$ cat config.mk
export PLATFORM = sky130hd
export DESIGN_NAME = subordinate_compare
export DESIGN_NICKNAME = d
export VERILOG_FILES = /design/src/hdl/axi_lite_pkg.sv /design/src/hdl/cmp_pkg.sv /design/src/hdl/subordinate_compare.sv /design/src/hdl/bus_compare.sv /design/src/hdl/chan_compare.sv /design/src/hdl/stream_fork.sv
export SDC_FILE = /design/constraint.sdc
export NUM_CORES = 1
export LEC_CHECK = 0
export BUFFER_PORTS_ARGS = -buffer_cell sky130_fd_sc_hd__buf_2
export CAP_MARGIN = 20
export CORE_UTILIZATION = 50
export DETAILED_ROUTE_END_ITERATION = 12
export HOLD_SLACK_MARGIN = 0.06
export PLACE_DENSITY = 0.69
export SYNTH_ARGS = -nofsm -noshare
export SYNTH_HDL_FRONTEND = slang
export SYNTH_SLANG_ARGS = --single-unit
$ cat constraint.sdc
create_clock -name clk_i -period 5.7 [get_ports clk_i]
set_input_delay 0.57 -clock clk_i [delete_from_list [all_inputs] [get_ports clk_i]]
set_output_delay 0.57 -clock clk_i [all_outputs]
set_load 0.02 [all_outputs]
$ cat src/hdl/axi_lite_pkg.sv
// ~~~~~~~~~~~~~~~~~~~~
// Single-beat AXI subset: no bursts, no atomics, responses in order
// The ID sits in the top bits of every channel that carries one
// ~~~~~~~~~~~~~~~~~~~~
package axi_lite_pkg;

    // Bus widths
    localparam int ID_W   = 2;
    localparam int ADDR_W = 16;
    localparam int DATA_W = 32;
    localparam int STRB_W = DATA_W / 8;

    // Only the codes the memory can produce
    typedef enum logic [1:0] {
        OKAY   = 2'b00,
        SLVERR = 2'b10
    } resp_e;

    // Write address, 18 bits
    typedef struct packed {
        logic [ID_W-1:0]   id;
        logic [ADDR_W-1:0] addr;
    } aw_chan_t;

    // Read address shares the AW layout
    typedef aw_chan_t ar_chan_t;

    // Write data, 36 bits
    typedef struct packed {
        logic [DATA_W-1:0] data;
        logic [STRB_W-1:0] strb;
    } w_chan_t;

    // Write response, 4 bits
    typedef struct packed {
        logic [ID_W-1:0] id;
        resp_e           resp;
    } b_chan_t;

    // Read data, 36 bits
    typedef struct packed {
        logic [ID_W-1:0]   id;
        logic [DATA_W-1:0] data;
        resp_e             resp;
    } r_chan_t;

    // Manager to subordinate
    typedef struct packed {
        aw_chan_t aw;
        logic     aw_valid;
        w_chan_t  w;
        logic     w_valid;
        ar_chan_t ar;
        logic     ar_valid;
        logic     b_ready;
        logic     r_ready;
    } bus_req_t;

    // Subordinate to manager
    typedef struct packed {
        logic    aw_ready;
        logic    w_ready;
        logic    ar_ready;
        b_chan_t b;
        logic    b_valid;
        r_chan_t r;
        logic    r_valid;
    } bus_rsp_t;

endpackage
$ cat src/hdl/cmp_pkg.sv
// ~~~~~~~~~~~~~~~~~~~~
// Mismatch flags are one-cycle pulses, one bit per ID
// ~~~~~~~~~~~~~~~~~~~~
package cmp_pkg;

    // One flag per possible ID
    localparam int N_ID = 2 ** axi_lite_pkg::ID_W;

    // Queue depth per channel and side
    localparam int unsigned FIFO_DEPTH_DEF = 4;

    typedef logic [N_ID-1:0] id_vec_t;

    // Mismatch report
    typedef struct packed {
        id_vec_t aw;
        logic    w;        // W has no ID
        id_vec_t b;
        id_vec_t ar;
        id_vec_t r;
        logic    general;  // OR of all the above
    } mismatch_t;

endpackage

$ cat src/hdl/subordinate_compare.sv
// ~~~~~~~~~~~~~~~~~~~~
// Manager sees only reference responses; test responses are always accepted
// ~~~~~~~~~~~~~~~~~~~~
`timescale 1ns/1ps

module subordinate_compare #(
    parameter int unsigned FIFO_DEPTH = cmp_pkg::FIFO_DEPTH_DEF
) (
    input  logic                   clk_i,
    input  logic                   rst_n_i,
    input  axi_lite_pkg::bus_req_t mgr_req_i,
    output axi_lite_pkg::bus_rsp_t mgr_rsp_o,
    output axi_lite_pkg::bus_req_t ref_req_o,
    input  axi_lite_pkg::bus_rsp_t ref_rsp_i,
    output axi_lite_pkg::bus_req_t test_req_o,
    input  axi_lite_pkg::bus_rsp_t test_rsp_i,
    output cmp_pkg::mismatch_t     mismatch_o,
    output logic                   busy_o
);

    import axi_lite_pkg::*;

    // Bus towards the comparator, after the forks
    bus_req_t   ref_req_in, test_req_in;
    bus_rsp_t   ref_rsp_in, test_rsp_in;
    // Fork outputs, bit 0 reference and bit 1 test
    logic [1:0] aw_valid, aw_ready;
    logic [1:0] w_valid, w_ready;
    logic [1:0] ar_valid, ar_ready;
    logic       aw_ready_mgr, w_ready_mgr, ar_ready_mgr;

    assign aw_ready = {test_rsp_in.aw_ready, ref_rsp_in.aw_ready};
    assign w_ready  = {test_rsp_in.w_ready, ref_rsp_in.w_ready};
    assign ar_ready = {test_rsp_in.ar_ready, ref_rsp_in.ar_ready};

    stream_fork #(.N_OUP(2)) u_fork_aw (
        .clk_i, .rst_n_i,
        .valid_i(mgr_req_i.aw_valid), .ready_o(aw_ready_mgr),
        .valid_o(aw_valid), .ready_i(aw_ready)
    );

    stream_fork #(.N_OUP(2)) u_fork_w (
        .clk_i, .rst_n_i,
        .valid_i(mgr_req_i.w_valid), .ready_o(w_ready_mgr),
        .valid_o(w_valid), .ready_i(w_ready)
    );

    stream_fork #(.N_OUP(2)) u_fork_ar (
        .clk_i, .rst_n_i,
        .valid_i(mgr_req_i.ar_valid), .ready_o(ar_ready_mgr),
        .valid_o(ar_valid), .ready_i(ar_ready)
    );

    always_comb begin
        // Same payloads on both sides, valids from the forks
        ref_req_in           = mgr_req_i;
        test_req_in          = mgr_req_i;
        ref_req_in.aw_valid  = aw_valid[0];
        ref_req_in.w_valid   = w_valid[0];
        ref_req_in.ar_valid  = ar_valid[0];
        test_req_in.aw_valid = aw_valid[1];
        test_req_in.w_valid  = w_valid[1];
        test_req_in.ar_valid = ar_valid[1];
        // Test responses are drained here
        test_req_in.b_ready  = 1'b1;
        test_req_in.r_ready  = 1'b1;
        // Reference response with the fork readies
        mgr_rsp_o            = ref_rsp_in;
        mgr_rsp_o.aw_ready   = aw_ready_mgr;
        mgr_rsp_o.w_ready    = w_ready_mgr;
        mgr_rsp_o.ar_ready   = ar_ready_mgr;
    end

    bus_compare #(.FIFO_DEPTH(FIFO_DEPTH)) u_bus_compare (
        .clk_i, .rst_n_i,
        .ref_req_i(ref_req_in), .test_req_i(test_req_in),
        .ref_rsp_o(ref_rsp_in), .test_rsp_o(test_rsp_in),
        .ref_req_o, .test_req_o,
        .ref_rsp_i, .test_rsp_i,
        .mismatch_o, .busy_o
    );

endmodule

$ cat src/hdl/bus_compare.sv
// ~~~~~~~~~~~~~~~~~~~~
// Side 0 is the reference, side 1 the test; a full FIFO stalls its channel
// ~~~~~~~~~~~~~~~~~~~~
`timescale 1ns/1ps

module bus_compare #(
    parameter int unsigned FIFO_DEPTH = cmp_pkg::FIFO_DEPTH_DEF
) (
    input  logic                   clk_i,
    input  logic                   rst_n_i,
    input  axi_lite_pkg::bus_req_t ref_req_i,
    input  axi_lite_pkg::bus_req_t test_req_i,
    output axi_lite_pkg::bus_rsp_t ref_rsp_o,
    output axi_lite_pkg::bus_rsp_t test_rsp_o,
    output axi_lite_pkg::bus_req_t ref_req_o,
    output axi_lite_pkg::bus_req_t test_req_o,
    input  axi_lite_pkg::bus_rsp_t ref_rsp_i,
    input  axi_lite_pkg::bus_rsp_t test_rsp_i,
    output cmp_pkg::mismatch_t     mismatch_o,
    output logic                   busy_o
);

    import axi_lite_pkg::*;
    import cmp_pkg::*;

    bus_req_t   req_in  [2];
    bus_req_t   req_out [2];
    bus_rsp_t   rsp_in  [2];
    bus_rsp_t   rsp_out [2];
    logic [1:0] aw_full, w_full, ar_full, b_full, r_full;
    logic [1:0] aw_push, w_push, ar_push, b_push, r_push;
    logic [4:0] busy;
    id_vec_t    aw_mis, w_mis, b_mis, ar_mis, r_mis;

    assign req_in[0]  = ref_req_i;
    assign req_in[1]  = test_req_i;
    assign rsp_in[0]  = ref_rsp_i;
    assign rsp_in[1]  = test_rsp_i;
    assign ref_req_o  = req_out[0];
    assign test_req_o = req_out[1];
    assign ref_rsp_o  = rsp_out[0];
    assign test_rsp_o = rsp_out[1];

    for (genvar s = 0; s < 2; s++) begin : g_side
        always_comb begin
            req_out[s] = req_in[s];
            rsp_out[s] = rsp_in[s];
            // Requests toward the subordinate
            req_out[s].aw_valid = req_in[s].aw_valid && !aw_full[s];
            req_out[s].w_valid  = req_in[s].w_valid && !w_full[s];
            req_out[s].ar_valid = req_in[s].ar_valid && !ar_full[s];
            rsp_out[s].aw_ready = rsp_in[s].aw_ready && !aw_full[s];
            rsp_out[s].w_ready  = rsp_in[s].w_ready && !w_full[s];
            rsp_out[s].ar_ready = rsp_in[s].ar_ready && !ar_full[s];
            // Responses toward the manager or the tie-off
            rsp_out[s].b_valid  = rsp_in[s].b_valid && !b_full[s];
            rsp_out[s].r_valid  = rsp_in[s].r_valid && !r_full[s];
            req_out[s].b_ready  = req_in[s].b_ready && !b_full[s];
            req_out[s].r_ready  = req_in[s].r_ready && !r_full[s];
        end

        // Record a beat on every handshake
        assign aw_push[s] = req_out[s].aw_valid && rsp_in[s].aw_ready;
        assign w_push[s]  = req_out[s].w_valid && rsp_in[s].w_ready;
        assign ar_push[s] = req_out[s].ar_valid && rsp_in[s].ar_ready;
        assign b_push[s]  = rsp_out[s].b_valid && req_in[s].b_ready;
        assign r_push[s]  = rsp_out[s].r_valid && req_in[s].r_ready;
    end

    chan_compare #(.payload_t(aw_chan_t), .DEPTH(FIFO_DEPTH), .HAS_ID(1'b1)) u_cmp_aw (
        .clk_i, .rst_n_i,
        .ref_push_i(aw_push[0]), .ref_data_i(req_in[0].aw),
        .test_push_i(aw_push[1]), .test_data_i(req_in[1].aw),
        .ref_full_o(aw_full[0]), .test_full_o(aw_full[1]),
        .mismatch_o(aw_mis), .busy_o(busy[0])
    );

    chan_compare #(.payload_t(w_chan_t), .DEPTH(FIFO_DEPTH), .HAS_ID(1'b0)) u_cmp_w (
        .clk_i, .rst_n_i,
        .ref_push_i(w_push[0]), .ref_data_i(req_in[0].w),
        .test_push_i(w_push[1]), .test_data_i(req_in[1].w),
        .ref_full_o(w_full[0]), .test_full_o(w_full[1]),
        .mismatch_o(w_mis), .busy_o(busy[1])
    );

    chan_compare #(.payload_t(b_chan_t), .DEPTH(FIFO_DEPTH), .HAS_ID(1'b1)) u_cmp_b (
        .clk_i, .rst_n_i,
        .ref_push_i(b_push[0]), .ref_data_i(rsp_in[0].b),
        .test_push_i(b_push[1]), .test_data_i(rsp_in[1].b),
        .ref_full_o(b_full[0]), .test_full_o(b_full[1]),
        .mismatch_o(b_mis), .busy_o(busy[2])
    );

    chan_compare #(.payload_t(ar_chan_t), .DEPTH(FIFO_DEPTH), .HAS_ID(1'b1)) u_cmp_ar (
        .clk_i, .rst_n_i,
        .ref_push_i(ar_push[0]), .ref_data_i(req_in[0].ar),
        .test_push_i(ar_push[1]), .test_data_i(req_in[1].ar),
        .ref_full_o(ar_full[0]), .test_full_o(ar_full[1]),
        .mismatch_o(ar_mis), .busy_o(busy[3])
    );

    chan_compare #(.payload_t(r_chan_t), .DEPTH(FIFO_DEPTH), .HAS_ID(1'b1)) u_cmp_r (
        .clk_i, .rst_n_i,
        .ref_push_i(r_push[0]), .ref_data_i(rsp_in[0].r),
        .test_push_i(r_push[1]), .test_data_i(rsp_in[1].r),
        .ref_full_o(r_full[0]), .test_full_o(r_full[1]),
        .mismatch_o(r_mis), .busy_o(busy[4])
    );

    // W only ever sets bit 0
    always_comb begin
        mismatch_o.aw      = aw_mis;
        mismatch_o.w       = |w_mis;
        mismatch_o.b       = b_mis;
        mismatch_o.ar      = ar_mis;
        mismatch_o.r       = r_mis;
        mismatch_o.general = |{aw_mis, w_mis, b_mis, ar_mis, r_mis};
    end

    assign busy_o = |busy;

endmodule

$ cat src/hdl/chan_compare.sv
// ~~~~~~~~~~~~~~~~~~~~
// Beats are paired strictly in order; the caller must not push when full
// ~~~~~~~~~~~~~~~~~~~~
`timescale 1ns/1ps

module chan_compare #(
    parameter type         payload_t = axi_lite_pkg::aw_chan_t,
    parameter int unsigned DEPTH     = cmp_pkg::FIFO_DEPTH_DEF,
    parameter bit          HAS_ID    = 1'b1
) (
    input  logic            clk_i,
    input  logic            rst_n_i,
    input  logic            ref_push_i,
    input  payload_t        ref_data_i,
    input  logic            test_push_i,
    input  payload_t        test_data_i,
    output logic            ref_full_o,
    output logic            test_full_o,
    output cmp_pkg::id_vec_t mismatch_o,
    output logic            busy_o
);

    import axi_lite_pkg::*;
    import cmp_pkg::*;

    localparam int PW = (DEPTH > 1) ? $clog2(DEPTH) : 1;
    localparam int CW = $clog2(DEPTH + 1);

    // Index 0 is the reference side, index 1 the test side
    payload_t        mem_q     [2][DEPTH];
    payload_t        push_data [2];
    payload_t        head      [2];
    logic [PW-1:0]   wr_ptr_q  [2];
    logic [PW-1:0]   rd_ptr_q  [2];
    logic [CW-1:0]   cnt_q     [2];
    logic [1:0]      push;
    logic [1:0]      full;
    logic [1:0]      empty;
    logic            pop;
    logic [ID_W-1:0] ref_id;

    function automatic logic [PW-1:0] ptr_inc(input logic [PW-1:0] ptr);
        return (ptr == PW'(DEPTH - 1)) ? '0 : ptr + 1'b1;
    endfunction

    assign push         = {test_push_i, ref_push_i};
    assign push_data[0] = ref_data_i;
    assign push_data[1] = test_data_i;

    // Pop a pair as soon as both sides hold a beat
    assign pop = !empty[0] && !empty[1];

    for (genvar s = 0; s < 2; s++) begin : g_fifo
        assign full[s]  = (cnt_q[s] == CW'(DEPTH));
        assign empty[s] = (cnt_q[s] == '0);
        assign head[s]  = mem_q[s][rd_ptr_q[s]];

        always_ff @(posedge clk_i or negedge rst_n_i) begin
            if (!rst_n_i) begin
                wr_ptr_q[s] <= '0;
                rd_ptr_q[s] <= '0;
                cnt_q[s]    <= '0;
            end else begin
                if (push[s]) begin
                    wr_ptr_q[s] <= ptr_inc(wr_ptr_q[s]);
                end
                if (pop) begin
                    rd_ptr_q[s] <= ptr_inc(rd_ptr_q[s]);
                end
                cnt_q[s] <= cnt_q[s] + CW'(push[s]) - CW'(pop);
            end
        end

        // Storage only
        always_ff @(posedge clk_i) begin
            if (push[s]) begin
                mem_q[s][wr_ptr_q[s]] <= push_data[s];
            end
        end
    end

    assign ref_full_o  = full[0];
    assign test_full_o = full[1];

    // Flag index comes from the reference beat, bit 0 without an ID
    assign ref_id = HAS_ID ? head[0][$bits(payload_t)-1 -: ID_W] : '0;

    // One-cycle pulse, registered after the pop
    always_ff @(posedge clk_i or negedge rst_n_i) begin
        if (!rst_n_i) begin
            mismatch_o <= '0;
        end else if (pop && (head[0] != head[1])) begin
            mismatch_o <= N_ID'(1) << ref_id;
        end else begin
            mismatch_o <= '0;
        end
    end

    // Busy also covers the pulse cycle
    assign busy_o = !empty[0] || !empty[1] || (|mismatch_o);

    // Full gating lives in bus_compare
    assert property (@(posedge clk_i) disable iff (!rst_n_i) ((push & full) == '0))
        else $error("push into a full compare FIFO");

endmodule

$ cat src/hdl/stream_fork.sv
// ~~~~~~~~~~~~~~~~~~~~
// Upstream valid must stay high until ready_o; no added latency
// ~~~~~~~~~~~~~~~~~~~~
`timescale 1ns/1ps

module stream_fork #(
    parameter int unsigned N_OUP = 2
) (
    input  logic             clk_i,
    input  logic             rst_n_i,
    input  logic             valid_i,
    output logic             ready_o,
    output logic [N_OUP-1:0] valid_o,
    input  logic [N_OUP-1:0] ready_i
);

    // Outputs that already took the current beat
    logic [N_OUP-1:0] done_q;
    logic [N_OUP-1:0] done_d;
    logic [N_OUP-1:0] fire;

    always_comb begin
        // Offer the beat only to outputs still pending
        valid_o = {N_OUP{valid_i}} & ~done_q;
        fire    = valid_o & ready_i;
        // Complete when the last pending output transfers
        ready_o = valid_i && (&(done_q | fire));
        // Clear the mask once the whole fork is done
        done_d  = ready_o ? '0 : (done_q | fire);
    end

    always_ff @(posedge clk_i or negedge rst_n_i) begin
        if (!rst_n_i) begin
            done_q <= '0;
        end else begin
            done_q <= done_d;
        end
    end

    // A pending output keeps its valid until it transfers
    assert property (@(posedge clk_i) disable iff (!rst_n_i)
        (($past(valid_o & ~ready_i) & ~valid_o) == '0))
        else $error("fork output valid dropped before transfer");

endmodule

=== Word-level counts from Yosys, hierarchy flattened ===
Memory sizes are Yosys's and may differ from the RTL's.
Index checks and enable logic that the tools add are counted.

* Output and inout bits: 218
* Input bits: 169
* Memory bits (writable): 896
* Register bits: 96
* Bits in read-only memories: 0
* Bits in latches: 0
* Memories: 5

{| class="wikitable"
|+ Memories
! name !! words !! bits a word !! rd ports !! clocked after memory_dff !! write ports !! RTL line !! text
|-
| u_bus_compare.u_cmp_r.mem_q || 2 || 144 || 2 || 0 || 2 || chan_compare.sv:30 || <nowiki>payload_t mem_q [2][DEPTH];</nowiki>
|-
| u_bus_compare.u_cmp_w.mem_q || 2 || 144 || 2 || 0 || 2 || chan_compare.sv:30 ||
|-
| u_bus_compare.u_cmp_ar.mem_q || 2 || 72 || 2 || 0 || 2 || chan_compare.sv:30 ||
|-
| u_bus_compare.u_cmp_aw.mem_q || 2 || 72 || 2 || 0 || 2 || chan_compare.sv:30 ||
|-
| u_bus_compare.u_cmp_b.mem_q || 2 || 16 || 2 || 0 || 2 || chan_compare.sv:30 ||
|}

* Shift operators: 4
* Reductions and logical operators: 99
* $add $sub $neg: 40
* Bitwise gates (word level): 32
* Muxes and demuxes: 98
* $mul: 0
* $lt $le $gt $ge: 30
* Eq/ne operators: 35
* Divide/modulo/power cells: 0

{| class="wikitable"
|+ Operators by type and width
! operator !! count
|-
| 2-to-1 mux 144 bit || 4
|-
| 2-to-1 mux 36 bit || 12
|-
| binary-select mux 36 bit (select 2 bit) || 4
|-
| demux 36 bit (select 2 bit) || 4
|-
| 2-to-1 mux 72 bit || 4
|-
| 2-to-1 mux 18 bit || 12
|-
| binary-select mux 18 bit (select 2 bit) || 4
|-
| demux 18 bit (select 2 bit) || 4
|-
| != test 36 bit || 2
|-
| >= comparator 3 bit, second input constant || 20
|-
| NOT 2 -> 3 bit || 20
|-
| logical AND 1 bit || 49
|-
| 2-to-1 mux 2 bit || 23
|-
| adder 2 x 1 -> 2 bit, second input constant || 20
|-
| == test 2 bit, second input constant || 20
|-
| 2-to-1 mux 4 bit || 10
|-
| != test 18 bit || 2
|-
| 2-to-1 mux 16 bit || 2
|-
| adder 3 x 1 -> 3 bit || 10
|-
| == test 3 bit, second input constant || 10
|-
| zero test 3 bit || 10
|-
| < comparator 3 x 1 -> 1 bit, second input constant || 10
|-
| subtractor 3 x 1 -> 3 bit || 10
|-
| zero test 1 bit || 20
|-
| other kinds (13) || 52
|}

=== Logic depth before layout (Yosys ltp) ===
* Depth after elaboration: 8
* Mapped depth: 10

=== Hierarchy ===
From an unflattened synthesis, not the netlist that was laid out.

* Cell total of the unflattened synthesis: 2066
* Area total of the unflattened synthesis: 40684.0 µm²

{| class="wikitable"
|+ Modules (own cells, without submodules)
! module !! seq. area each (µm²) !! area an instance (µm²) !! times used !! cells each
|-
| chan_compare (u_bus_compare.u_cmp_ar ...) || 4774.6 || 6413.7 || 2 || 302
|-
| chan_compare (u_bus_compare.u_cmp_r) || 9098.7 || 11751.3 || 1 || 516
|-
| chan_compare (u_bus_compare.u_cmp_w) || 9023.7 || 11656.2 || 1 || 507
|-
| chan_compare (u_bus_compare.u_cmp_b) || 1411.4 || 2182.1 || 1 || 138
|-
| bus_compare || 0.0 || 1933.1 || 1 || 264
|-
| stream_fork || 50.0 || 102.6 || 3 || 11
|-
| subordinate_compare || 0.0 || 26.3 || 1 || 4
|}

=== Least setup slack after synthesis ===
No wires, ideal clock.

* Path type: input to register
* From: input mgr_req_i[21] (netlist name)
* To: memory u_bus_compare.u_cmp_w.mem_q[0][0] (netlist name) (enable)
* Buffers on the path: 0
* Slack: 2899 ps
* Setup time: 397 ps
* Arrival: 2404 ps
* Cell stages on the path: 3
* Path through: inv_1 a311oi_1 and3_1

{| class="wikitable"
|+ RTL lines
! what !! RTL line !! text
|-
| from (decl) || subordinate_compare.sv:11 || <nowiki>input axi_lite_pkg::bus_req_t mgr_req_i,</nowiki>
|-
| to (decl) || chan_compare.sv:30 ||
|}

=== Worst setup path after layout ===
* From: register u_bus_compare.u_cmp_r.mismatch_o[1]
* To: output busy_o

* Cells in the longest elaborated chain, start to end: 3

{| class="wikitable"
|+ Ends and longest elaborated chain
! what !! RTL line !! text
|-
| from (decl) || chan_compare.sv:19 || <nowiki>output cmp_pkg::id_vec_t mismatch_o,</nowiki>
|-
| from (signal assigned) || chan_compare.sv:93 || <nowiki>mismatch_o <= N_ID'(1) << ref_id;</nowiki>
|-
| OR reduction 4 bit || chan_compare.sv:100 || <nowiki>assign busy_o = !empty[0] || !empty[1] || (|mismatch_o);</nowiki>
|-
| logical OR 1 bit || chan_compare.sv:100 ||
|-
| OR reduction 5 bit || bus_compare.sv:120 || <nowiki>assign busy_o = |busy;</nowiki>
|-
| to (decl) || subordinate_compare.sv:18 || <nowiki>output logic busy_o</nowiki>
|}

No other way between the ends.

==> key figures <==
Synth
  – Area share of the largest cell type after synthesis: 0.673
  – Synth area leaders: edfxtp_1 67%, mux4_2 13%, dfrtp_1 5.8%
  – Sequential share of the synthesized area: 0.731
  – Post-synth ARST share: 0.0940
  – Simple-Gate Fraction of Synth Area: 0.0287
  – Mean post-synth cell area: 20.0 um2
  – Syn Nets: 2243
  – Largest family of logic cells by synthesized area: multiplexers
  – Adder and majority gate portion of the synthesized area: 0.0269
  – Cell taking the most area after synthesis: edfxtp_1
  – Post-Synth XOR/XNOR Area: 0.0289
  – Top cells by count, synth: 896 x edfxtp_1, 224 x mux4_2, 189 x buf_4
  – Number of synthesized register bits: 989
  – Compound-Gate Fraction of Synth Area: 0.00629
  – Ys Warns: 0
  – Ys flop type: edfxtp_1
  – Syn Inst Count: 1994
  – Post-synthesis mux area share: 0.128
  – Mapped cell area: 40000 um2
  – Top-count cell post-synth: edfxtp_1
  – EDFF count, synth: 896
  – Unique masters post-synth: 36

CTS
  – CTS Buf Count: 97
  – Number of clock sinks: 989
  – CTS max path bufs: 3
  – CTS tree: yes
  – Worst-path clk slew: 0.06 ns
  – Root buf cell: clkbuf_16
  – CTS H-tree depth: 3
  – Clk_lat worst skew: 0.65 ns

Layout
  – Finished Cell Area: 45200 um2
  – Area growth syn-to-layout: 13.0%
  – Layout cells sized above 1: 0.350
  – Filler cells: 5791
  – Fin nets: 2511
  – Non-Filler Instances: 3396

Power
  – LEAKAGE: 16.0 nW
  – Worst vdd ir: 0.345 mV
  – Cell Pwr Density: 495 nW/um2

Route
  – Post-DR vias/cell: 5.46
  – WL final: 76200 um
  – Antenna Violating Nets Remaining: 0
  – DRC: 0
  – Initial DRC count: 1326
  – Detailed Routing Iterations Pass 1: 5
  – Vias: 18500
  – Average routed wire per standard cell: 22.4 um

Worst hold path
  – Min-delay src: test_rsp_i[4]
  – Worst hold-check path type: in -> reg
  – Worst Hold Path Cells: 1
  – Hold Path End: u_bus_compare.u_cmp_r.mem_q[0][255]

STA
  – Clk_skew: 0.0318 ns
  – Setup TNS: 0 ns
  – Post-route clock period utilization: 0.697
  – Final Max Slew Viols: 0
  – Fmax: 0.252 GHz
  – Worst rel slew slack: 0.262
  – Min cycle time layout: 3.97 ns
  – Unrepaired setup endpoints after global routing: no
  – Min Hold Slack: 0.130 ns
  – Final Hold Fails: 0
  – Setup ws final: 1.73 ns
  – # setup viols final: 0
  – Worst Tran Pin Value: 1.11 ns

Worst setup path
  – Crit path required time: 5.13 ns
  – Kind of critical path: reg -> out
  – CP max FO: 2
  – R2r setup slk: 2.27 ns
  – CP Capture Type: primary output
  – Worst setup SP type: flip-flop
  – Worst R2R Start: u_bus_compare.u_cmp_r.rd_ptr_q[0]
  – Arr. time, crit path: 3.40 ns
  – Worst R2R Path Depth: 7
  – R2R Path End: u_bus_compare.u_cmp_r.mismatch_o[1]

Run
  – Max-capacitance violation count: 0

Global routing
  – Largest net degree at the start of global routing: 50
  – Grt ovf: 0
  – Vias in the first global route: 19800
  – Gr usage total: 0.191
  – Initial antenna violation count: 8
  – First-pass GRT wire length: 117000 um

Floorplanning
  – Die Ht: 285 um
  – Core Area: 79000 um2
  – Die area: 81100 um2
  – Die W: 285 um
  – Boundary Pins: 387
  – Initial Util: 0.506
  – Floorplan row count: 103

Outcome
  – Outcome: complete, no violations

Place
  – DP Area: 41700 um2
  – Port bufs: 386
  – Pre-CTS setup slack: 2.16 ns
  – Post-DP HPWL: 46800 um
  – Routability cong.: 0.752
  – Placed Cells: 3205
## sequential cells by signal (all words and copies together) (netlist names), 32 cells and up
register and flops:
u_bus_compare.u_cmp_r.mem_q 288, u_bus_compare.u_cmp_w.mem_q 288, u_bus_compare.u_cmp_ar.mem_q 144, u_bus_compare.u_cmp_aw.mem_q 144
u_bus_compare.u_cmp_b.mem_q 32
## cell type report
class,instances,area (um2),area share
inverters,66,248,0.00548
clock inverters,56,776,0.0172
well taps,1050,1310,0.0291
diodes,2,5.00,0.000111
clock buffers,125,2570,0.0569
multi-input cells,693,8780,0.194
flip-flops and latches,989,29200,0.647
repair buffers,415,2230,0.0495
## critical path, cell delays in order, from the launching register on
cell and delay, ns:
dfrtp_1 0.38, nor4_1 0.42, buf_2 0.25, buf_4 0.13, nand4_1 0.19, or4_1 0.52, nor4_1 0.49, nand4_1 0.19
buf_2 0.20
## per-stage QoR
| stage | util | power (W) |
|---|---|---|
| after CTS | 0.570 | 0.0226 |
| after global placement | 0.527 | 0.0157 |
| after detailed placement | 0.528 | 0.0160 |
| after floorplan | - | 0.0144 |
| final | 0.572 | 0.0223 |
| after global routing | 0.572 | 0.0235 |
## cells in the final DEF, fill, tap and decap left out, types with 5 or more instances in the layout
cell,count
fa_1,10
nand2_1,45
edfxtp_1,896
mux4_2,224
and3_2,16
nor2_1,32
xnor2_1,50
a311oi_1,6
nor4_1,22
o21ai_0,23
clkbuf_1,24
nor4b_1,6
inv_6,5
ha_1,70
nor4_2,6
inv_1,66
dfrtp_1,87
buf_4,21
dfrtp_2,6
and3_1,24
clkinv_2,14
bufinv_16,16
clkinv_1,12
nand4_1,14
and2_1,6
mux2_2,8
buf_2,386
clkbuf_16,98
nand3_1,6
xor2_1,82
nor3_1,16
a21o_1,6
## cell families after synthesis
group | Yosys count
fa+ha+maj | 80
mux | 232
simple gates | 209
flops | 989
xor+xnor | 132
compound gates | 40
buf+inv | 312
## routing by layer
metal,global-route usage,up-vias,part of all wire
met5,0,-,0.00012
met2,0.333,567,0.52
met3,0.0313,109,0.056
met1,0.252,9673,0.41
li1,-,8196,-
met4,0.0450,2,0.015
## timing repair
action	CTS	global route
endpoints found under the hold margin	44	0
setup buffers	0	0
gates resized for setup	0	0
hold buffers	1	0
## how the worst max path moves through the flow
| stage | from | endpoint | depth (start not counted) |
|---|---|---|---|
| detailed placement | u_bus_compare.u_cmp_r.rd_ptr_q[0] | u_bus_compare.u_cmp_r.mismatch_o[1] | 7 |
| global route | u_bus_compare.u_cmp_r.mismatch_o[1] | busy_o | 8 |
| global placement | u_bus_compare.u_cmp_r.mismatch_o[1] | busy_o | 7 |
| finish | u_bus_compare.u_cmp_r.mismatch_o[1] | busy_o | 8 |
| CTS | u_bus_compare.u_cmp_r.mismatch_o[1] | busy_o | 8 |
| floorplan | mgr_req_i[21] | u_bus_compare.u_cmp_w.mem_q[0][0] | 3 |
## power breakdown
| part | internal [W] | total [W] | leakage, nW | switching [W] |
|---|---|---|---|---|
| Clock | 0.00394 | 0.00660 | 1.62 | 0.00266 |
| Combinational | 0.00285 | 0.00598 | 5.10 | 0.00312 |
| Sequential | 0.00900 | 0.00976 | 9.24 | 0.000767 |
| Total | 0.0158 | 0.0223 | 16.0 | 0.00655 |
(Power assumes the default switching activity.)
